$ cat src/design/slc_pkg.sv
package slc_pkg;

	localparam int TX_DEPTH = 8;
	localparam int RX_DEPTH = 8;
	localparam int AHB_WAIT = 4;

	localparam logic [2:0] HSIZE_WORD = 3'b010;
	localparam logic HRESP_OKAY = 1'b0;

	typedef logic [31:0] bus_word_t;
	typedef logic [7:0] node_addr_t;

	typedef logic [$clog2(TX_DEPTH)-1:0] tx_ptr_t;
	typedef logic [$clog2(RX_DEPTH)-1:0] rx_ptr_t;

	// one transmit queue slot
	typedef struct packed {
		node_addr_t dest;
		bus_word_t data;
	} tx_entry_t;

	// what the node offers on its receive side
	typedef struct packed {
		bus_word_t data;
		logic pend;
	} rx_entry_t;

	typedef enum logic [2:0] {
		AHB_IDLE,
		AHB_LATCH,
		AHB_STROBE,
		AHB_SETTLE,
		AHB_RESPOND
	} ahb_state_t;

	typedef enum logic {
		TX_IDLE,
		TX_WAIT
	} tx_state_t;

	typedef enum logic {
		RX_IDLE,
		RX_WAIT
	} rx_state_t;

endpackage
$ cat src/design/slc_top.sv
`timescale 1ns/1ps

module slc_top (
	input logic HCLK,
	input logic HRESETn,

	input logic hsel,
	input logic [31:0] haddr,
	input logic hwrite,
	input logic [2:0] hsize,
	input logic [1:0] htrans,
	input logic hready,
	input slc_pkg::bus_word_t hwdata,
	output logic hreadyout,
	output logic hresp,
	output slc_pkg::bus_word_t hrdata,

	output slc_pkg::node_addr_t tx_dest,
	output slc_pkg::bus_word_t tx_data,
	output logic tx_pend,
	output logic tx_req,
	input logic tx_ack,
	input logic tx_succ,
	input logic tx_fail,
	output logic tx_resp_ack,

	input slc_pkg::bus_word_t rx_data,
	input logic rx_pend,
	input logic rx_req,
	output logic rx_ack,
	output logic frame_complete
);

	import slc_pkg::*;

	tx_entry_t tx_new_entry;
	tx_entry_t tx_head_entry;
	logic tx_push;
	logic tx_pop;
	logic tx_flush;
	logic tx_empty;
	logic tx_full;

	rx_entry_t rx_in;
	bus_word_t rx_head;
	logic rx_push;
	logic rx_pop;
	logic rx_full;
	logic rx_empty;

	assign hresp = HRESP_OKAY;

	assign tx_dest = tx_head_entry.dest;
	assign tx_data = tx_head_entry.data;

	// node receive bundle
	assign rx_in.data = rx_data;
	assign rx_in.pend = rx_pend;

	layer_ctrl u_ctrl (
		.HCLK(HCLK),
		.HRESETn(HRESETn),
		.hsel(hsel),
		.haddr(haddr),
		.hwrite(hwrite),
		.hsize(hsize),
		.htrans(htrans),
		.hready(hready),
		.hwdata(hwdata),
		.hreadyout(hreadyout),
		.hrdata(hrdata),
		.tx_push(tx_push),
		.tx_new_entry(tx_new_entry),
		.tx_pop(tx_pop),
		.tx_flush(tx_flush),
		.tx_empty(tx_empty),
		.tx_full(tx_full),
		.tx_ack(tx_ack),
		.tx_req(tx_req),
		.tx_resp_ack(tx_resp_ack),
		.tx_succ(tx_succ),
		.tx_fail(tx_fail),
		.rx_push(rx_push),
		.rx_pop(rx_pop),
		.rx_full(rx_full),
		.rx_empty(rx_empty),
		.rx_head(rx_head),
		.rx_req(rx_req),
		.rx_pend_in(rx_in.pend),
		.rx_ack(rx_ack),
		.frame_complete(frame_complete)
	);

	tx_queue u_tx_queue (
		.HCLK(HCLK),
		.HRESETn(HRESETn),
		.push(tx_push),
		.new_entry(tx_new_entry),
		.pop(tx_pop),
		.flush(tx_flush),
		.head_entry(tx_head_entry),
		.empty(tx_empty),
		.full(tx_full),
		.pend(tx_pend)
	);

	rx_fifo u_rx_fifo (
		.HCLK(HCLK),
		.HRESETn(HRESETn),
		.push(rx_push),
		.push_data(rx_in.data),
		.pop(rx_pop),
		.head_data(rx_head),
		.full(rx_full),
		.empty(rx_empty)
	);

endmodule

$ cat src/design/layer_ctrl.sv
`timescale 1ns/1ps

module layer_ctrl (
	input logic HCLK,
	input logic HRESETn,

	input logic hsel,
	input logic [31:0] haddr,
	input logic hwrite,
	input logic [2:0] hsize,
	input logic [1:0] htrans,
	input logic hready,
	input slc_pkg::bus_word_t hwdata,
	output logic hreadyout,
	output slc_pkg::bus_word_t hrdata,

	output logic tx_push,
	output slc_pkg::tx_entry_t tx_new_entry,
	output logic tx_pop,
	output logic tx_flush,
	input logic tx_empty,
	input logic tx_full,

	input logic tx_ack,
	output logic tx_req,
	output logic tx_resp_ack,
	input logic tx_succ,
	input logic tx_fail,

	output logic rx_push,
	output logic rx_pop,
	input logic rx_full,
	input logic rx_empty,
	input slc_pkg::bus_word_t rx_head,

	input logic rx_req,
	input logic rx_pend_in,
	output logic rx_ack,
	output logic frame_complete
);

	import slc_pkg::*;

	typedef logic [$clog2(AHB_WAIT+1)-1:0] wait_cnt_t;

	ahb_state_t ahb_state;
	tx_state_t tx_state;
	rx_state_t rx_state;

	wait_cnt_t wait_cnt;
	logic hwrite_q;
	logic xfer_start;
	bus_word_t rd_word;
	logic rx_pend_q;

	assign xfer_start = hsel && hready && htrans[1] && (hsize == HSIZE_WORD) &&
		(ahb_state == AHB_IDLE);

	// one push or pop per accepted AHB transfer
	always_ff @(posedge HCLK or negedge HRESETn)
	begin
		if (!HRESETn)
		begin
			ahb_state <= AHB_IDLE;
			wait_cnt <= '0;
			hwrite_q <= 1'b0;
			hreadyout <= 1'b1;
			hrdata <= '0;
			tx_push <= 1'b0;
			rx_pop <= 1'b0;
		end
		else
		begin
			case (ahb_state)
				AHB_IDLE:
				begin
					if (xfer_start)
					begin
						hwrite_q <= hwrite;
						hreadyout <= 1'b0;
						wait_cnt <= wait_cnt_t'(1);
						ahb_state <= AHB_LATCH;
					end
				end
				AHB_LATCH:
				begin
					// full queue drops the word
					tx_push <= hwrite_q && !tx_full;
					rx_pop <= !hwrite_q && !rx_empty;
					wait_cnt <= wait_cnt + 1'b1;
					ahb_state <= AHB_STROBE;
				end
				AHB_STROBE:
				begin
					tx_push <= 1'b0;
					rx_pop <= 1'b0;
					wait_cnt <= wait_cnt + 1'b1;
					ahb_state <= AHB_SETTLE;
				end
				AHB_SETTLE:
				begin
					wait_cnt <= wait_cnt + 1'b1;
					if (wait_cnt == wait_cnt_t'(AHB_WAIT - 1))
						ahb_state <= AHB_RESPOND;
				end
				AHB_RESPOND:
				begin
					hrdata <= rd_word;
					hreadyout <= 1'b1;
					ahb_state <= AHB_IDLE;
				end
				default:
				begin
					ahb_state <= AHB_IDLE;
				end
			endcase
		end
	end

	// dest taken at acceptance and data one edge later
	// read word is captured before the pop
	always_ff @(posedge HCLK)
	begin
		if (xfer_start)
			tx_new_entry.dest <= haddr[11:4];
		if (ahb_state == AHB_LATCH)
		begin
			tx_new_entry.data <= hwdata;
			rd_word <= hwrite_q ? '0 : rx_head;
		end
	end

	assign tx_pop = (tx_state == TX_WAIT) && tx_ack;

	always_ff @(posedge HCLK or negedge HRESETn)
	begin
		if (!HRESETn)
		begin
			tx_state <= TX_IDLE;
			tx_req <= 1'b0;
			tx_resp_ack <= 1'b0;
			tx_flush <= 1'b0;
		end
		else
		begin
			if ((tx_succ || tx_fail) && !tx_resp_ack)
				tx_resp_ack <= 1'b1;
			else if (!(tx_succ || tx_fail) && tx_resp_ack)
				tx_resp_ack <= 1'b0;

			tx_flush <= tx_fail && !tx_resp_ack;

			case (tx_state)
				TX_IDLE:
				begin
					// hold off while a failure is still clearing the queue
					if (!tx_empty && !tx_ack && !tx_fail && !tx_flush)
					begin
						tx_req <= 1'b1;
						tx_state <= TX_WAIT;
					end
				end
				TX_WAIT:
				begin
					if (tx_ack || tx_flush)
					begin
						tx_req <= 1'b0;
						tx_state <= TX_IDLE;
					end
				end
				default:
				begin
					tx_state <= TX_IDLE;
				end
			endcase
		end
	end

	// word is written on the same edge that raises rx_ack
	assign rx_push = (rx_state == RX_IDLE) && rx_req && !rx_ack && !rx_full;

	always_ff @(posedge HCLK or negedge HRESETn)
	begin
		if (!HRESETn)
		begin
			rx_state <= RX_IDLE;
			rx_ack <= 1'b0;
			rx_pend_q <= 1'b0;
			frame_complete <= 1'b0;
		end
		else
		begin
			frame_complete <= 1'b0;
			case (rx_state)
				RX_IDLE:
				begin
					if (rx_push)
					begin
						rx_ack <= 1'b1;
						rx_pend_q <= rx_pend_in;
						rx_state <= RX_WAIT;
					end
				end
				RX_WAIT:
				begin
					if (!rx_req)
					begin
						rx_ack <= 1'b0;
						frame_complete <= !rx_pend_q;
						rx_state <= RX_IDLE;
					end
				end
				default:
				begin
					rx_state <= RX_IDLE;
				end
			endcase
		end
	end

	a_tx_req_waits_ack_low: assert property (@(posedge HCLK) disable iff (!HRESETn)
		(tx_ack && !tx_req) |=> !tx_req);

	a_rx_ack_needs_req: assert property (@(posedge HCLK) disable iff (!HRESETn)
		$rose(rx_ack) |-> $past(rx_req));

endmodule

$ cat src/design/rx_fifo.sv
`timescale 1ns/1ps

module rx_fifo (
	input logic HCLK,
	input logic HRESETn,
	input logic push,
	input slc_pkg::bus_word_t push_data,
	input logic pop,
	output slc_pkg::bus_word_t head_data,
	output logic full,
	output logic empty
);

	import slc_pkg::*;

	bus_word_t mem [RX_DEPTH];

	rx_ptr_t rd_ptr;
	rx_ptr_t wr_ptr;
	logic [$clog2(RX_DEPTH+1)-1:0] count;
	logic do_push;
	logic do_pop;

	assign full = (count == RX_DEPTH);
	assign empty = (count == 0);

	assign do_push = push && !full;
	assign do_pop = pop && !empty;

	// reads as zero when nothing is queued
	assign head_data = empty ? '0 : mem[rd_ptr];

	always_ff @(posedge HCLK or negedge HRESETn)
	begin
		if (!HRESETn)
		begin
			rd_ptr <= '0;
			wr_ptr <= '0;
			count <= '0;
		end
		else
		begin
			if (do_push)
				wr_ptr <= wr_ptr + 1'b1;
			if (do_pop)
				rd_ptr <= rd_ptr + 1'b1;

			case ({do_push, do_pop})
				2'b10: count <= count + 1'b1;
				2'b01: count <= count - 1'b1;
				default: count <= count;
			endcase
		end
	end

	always_ff @(posedge HCLK)
	begin
		if (do_push)
			mem[wr_ptr] <= push_data;
	end

	a_no_push_full: assert property (@(posedge HCLK) disable iff (!HRESETn)
		push |-> !full);

endmodule

$ cat src/design/tx_queue.sv
`timescale 1ns/1ps

module tx_queue (
	input logic HCLK,
	input logic HRESETn,
	input logic push,
	input slc_pkg::tx_entry_t new_entry,
	input logic pop,
	input logic flush,
	output slc_pkg::tx_entry_t head_entry,
	output logic empty,
	output logic full,
	output logic pend
);

	import slc_pkg::*;

	tx_entry_t mem [TX_DEPTH];

	// head is the front entry, tail the next free slot
	tx_ptr_t head;
	tx_ptr_t tail;
	tx_ptr_t head_next;
	tx_ptr_t tail_next;

	assign head_next = head + 1'b1;
	assign tail_next = tail + 1'b1;

	// one slot stays free so head == tail means empty
	assign empty = (head == tail);
	assign full = (tail_next == head);

	assign head_entry = mem[head];

	// same destination on the entry behind the front one
	assign pend = !empty && (head_next != tail) && (mem[head_next].dest == mem[head].dest);

	always_ff @(posedge HCLK or negedge HRESETn)
	begin
		if (!HRESETn)
		begin
			head <= '0;
			tail <= '0;
		end
		else
		begin
			if (push && !full)
				tail <= tail_next;

			if (flush)
				head <= tail;
			else if (pop && !empty)
				head <= head_next;
		end
	end

	always_ff @(posedge HCLK)
	begin
		if (push && !full)
			mem[tail] <= new_entry;
	end

	a_no_push_full: assert property (@(posedge HCLK) disable iff (!HRESETn)
		push |-> !full);

	a_no_pop_empty: assert property (@(posedge HCLK) disable iff (!HRESETn)
		pop |-> !empty);

endmodule

$ cat config.mk
export PLATFORM = sky130hd
export DESIGN_NAME = slc_top
export DESIGN_NICKNAME = d
export VERILOG_FILES = /design/src/design/slc_pkg.sv /design/src/design/slc_top.sv /design/src/design/layer_ctrl.sv /design/src/design/rx_fifo.sv /design/src/design/tx_queue.sv
export SDC_FILE = /design/constraint.sdc
export NUM_CORES = 1
export LEC_CHECK = 0
export ABC_AREA = 1
export BUFFER_PORTS_ARGS = -buffer_cell sky130_fd_sc_hd__buf_2
export CORE_ASPECT_RATIO = 1.4
export CORE_MARGIN = 2
export CORE_UTILIZATION = 45
export CTS_CLUSTER_SIZE = 12
export DETAILED_ROUTE_END_ITERATION = 8
export GPL_ROUTABILITY_DRIVEN = 0
export GPL_TIMING_DRIVEN = 0
export PLACE_DENSITY_LB_ADDON = 0.05
export SLEW_MARGIN = 10
export SYNTH_ARGS = -nofsm -noshare
export SYNTH_HDL_FRONTEND = slang
export SYNTH_HIERARCHICAL = 1
export SYNTH_SLANG_ARGS = --single-unit
$ cat constraint.sdc
create_clock -name HCLK -period 3.14 [get_ports HCLK]
set_input_delay 0.471 -clock HCLK [delete_from_list [all_inputs] [get_ports HCLK]]
set_output_delay 0.471 -clock HCLK [all_outputs]
set_load 0.01 [all_outputs]
==> run metrics <==
run status=finished, final reports clean; Worst-path clk slew=0.06 ns; Ys Warns=6; register area share after synthesis=72.30%; global-route wire length before repair=118900 um; Synth top cells by count=648 x edfxtp_1, 516 x nor2_1, 365 x nand2_1; Hold WC Path Type=in2reg; maximum vdd drop=0.5081 mV; Compound-Gate Fraction of Synth Area=8.304%; HPWL after DPL=53480 um; Cells after DPL=3487; leading area contributor after synthesis=edfxtp_1; Port-buffer cells=163; proportion of layout cells with a drive suffix above 1=15.86%; Cells after Synth=between 2000 and 2500; drt via density=5.337; Async S/R FF share, synth=9.244%; Fin Clk Skew=0.01712 ns; most common cell in the synthesized netlist=edfxtp_1; largest net degree at the start of global routing=57; Rows=110; Nets=between 2000 and 3000; DRC viols=0; total track usage=23.92%; final setup violation count=0; Final Cycle Share=97.53%; Worst R2R Path Depth=9; fin cells=3630; Initial Util=45.43%; Mapped Area=29200 um2; placed instance area=31750 um2; Mapped Nets=2582; Total Die Area=66970 um2; P&R area growth vs syn=17.62%; Skew-Pair Late Insertion Delay=approximately 0.61 ns; startpoint types=flip-flop; initial antenna violation count=9; Synth Area in Adders=0.4285%; post-synth top area share=between 60% and 70%; CTS tree=done; crit-path max FO=11; Final Max Slew Viols=0; post-synthesis xor/xnor area fraction=0.5399%; clk sinks=around 710; main combinational cell family by area after synthesis=simple AND/OR/NAND/NOR gates; max frequency=326.5 MHz; top post-synthesis cells by area=edfxtp_1 67%, nor2_1 6.6%, dfrtp_1 5.6%; Core Area=64270 um2; cts bufs inserted=75; hold depth=1; WP data arrival=2.59 ns; leakage=12.94 nW; #FFs+latches synth=714; Die Width=around 220 um; mux share of post-synthesis cell area=0%; Post-synth top flop=edfxtp_1; pwr/cell area=978.0 nW/um2; simple-gate share of the synthesized area=between 10% and 20%; Longest Clk Path Bufs=3; worst path required time=2.67 ns; IO Count=between 150 and 200; design area=34340 um2; vias in the first global route=19789; EDFF count, synth=roughly 650; total grt overflow=0; slew at the pin with the worst max-slew slack=0.9021 ns; synth unique cells=44; slew margin rel.=about two fifths; max_cap viols=0; First-pass DRT Iterations=7; Clock Tree Root=clkbuf_16; final wirelength=79860 um; fin crit period=3.062 ns; vias post-DR=19373; DRT iter0 DRCs=1368; Hold Fails Final Rpt=0; synthesized area per cell=between 10 and 15 um2; RSZ-0062 raised after global routing=yes; H-tree Lvls=3; Worst Setup End Kind=output port; WL/cell=about 22 um; Routed Antenna Nets=0; DIE HEIGHT=305.4 um; WS Path Type=reg2out
-- kinds of logic after synthesis --
group	Yosys count
AOI/OAI and AO/OA	432
DFF	714
and+or+nand+nor	1014
xor gates and xnor gates	15
buffers and inverters	275
adders and majority gates	10
other	1
-- through the flow --
stage	hold slack, ns	TNS [ns]	utilization [%]	total power, W	worst slack, ns
after detailed placement	0.3273	0	49.40	0.02513	0.09760
after CTS	0.0001117	-0.1270	53.12	0.03351	-0.1270
after floorplan	0.1754	-51.14	-	0.02027	-0.3196
after global routing	0.01396	-0.1202	53.42	0.03559	-0.07260
after global placement	0.4166	-945.08	48.35	0.02481	-2.455
final	0.03262	0	53.43	0.03359	0.07753
-- flip-flops by register name, summed over array words and instances (netlist names), 3 cells and up --
signal / flops
u_ctrl/wait_cnt: 3
u_ctrl/hrdata: 32
u_tx_queue/tail: 3
u_ctrl/tx_new_entry: 40
u_rx_fifo/mem: 256
u_rx_fifo/wr_ptr: 3
u_tx_queue/head: 3
u_ctrl/rd_word: 32
u_ctrl/ahb_state: 3
u_rx_fifo/count: 4
u_rx_fifo/rd_ptr: 3
u_tx_queue/mem: 320
-- layout make-up --
type                            instances  area, um2
Antenna cell                            3      7.507
Buffer                                141       1039
Clock buffer                          109       2117
Clock inverter                         20      102.6
Fill cell                            5520      29930
Inverter                              133      515.5
Multi-Input combinational cell       1472       6892
Sequential cell                       714      21110
Tap cell                              840       1051
Timing Repair Buffer                  198       1506
-- worst max-delay path, cell delays in order, from the launching register on --
cell     delay [ns]
dfrtp_1        0.43
buf_6          0.17
inv_4          0.07
buf_12         0.15
buf_12         0.15
buf_8          0.14
buf_12         0.14
nor2_1         0.04
o22ai_1        0.17
nor2_1         0.08
a31oi_2        0.24
buf_2          0.18
-- worst paths after layout --
path | start | end | slack, ns
min in group asynchronous | HRESETn | u_ctrl/rx_state$_DFF_PN0_ | 0.24
hold / removal | hwdata[15] | u_ctrl/tx_new_entry[15]$_DFFE_PN_ | 0.03
setup / recovery | u_tx_queue/head[0]$_DFFE_PN0P_ | tx_data[30] | 0.08
max in group asynchronous | HRESETn | u_ctrl/hreadyout$_DFFE_PN1P_ | 2.28
hold reg to reg | u_ctrl/rx_pend_q$_DFFE_PN0P_ | u_ctrl/frame_complete$_DFF_PN0_ | 0.44
setup reg to reg | u_tx_queue/head[0]$_DFFE_PN0P_ | u_tx_queue/mem[0][10]$_DFFE_PP_ | 0.22
-- placed cells by master, fill, tap and decap left out, drive strengths merged, types with 2 or more instances in the layout --
cell type,n
o22ai,64
ha,10
edfxtp,648
clkbuf,162
o211ai,44
dfrtp,65
o21ai,280
nor2,518
clkinvlp,2
diode,3
or2,4
o31ai,2
clkinv,18
nand2,366
xor2,6
nand3,124
a21oi,7
inv,133
dlygate4sd3,9
xnor2,9
a31oi,32
buf,277
-- layer usage --
layer	share of wire, %	GRT usage, %	up-vias
li1	-	-	9123
met1	38	26.97	9486
met3	5.8	4.756	192
met4	3.5	9.695	14
met5	0.11	0	-
met2	53	43.74	558
-- report_power, final --
part | leakage (nW) | switching [W] | internal [W] | total (W)
clock network | 1.09 | 0.00353 | 0.00466 | 0.00819
logic | 5.20 | 0.00854 | 0.00429 | 0.0128
registers | 6.65 | 0.000679 | 0.0119 | 0.0126
total | 12.9 | 0.0127 | 0.0208 | 0.0336
-- timing repair --
action / CTS / global route
hold endpoints to repair: 48 / 0
cloned: 0 / 1
resized for setup: 38 / 51
hold buffers: 9 / 0
pin swaps: 0 / 3
endpoints found under the setup margin: 32 / 38
buffers inserted: 0 / 2
Note: power is estimated with default switching activity, not from simulation.
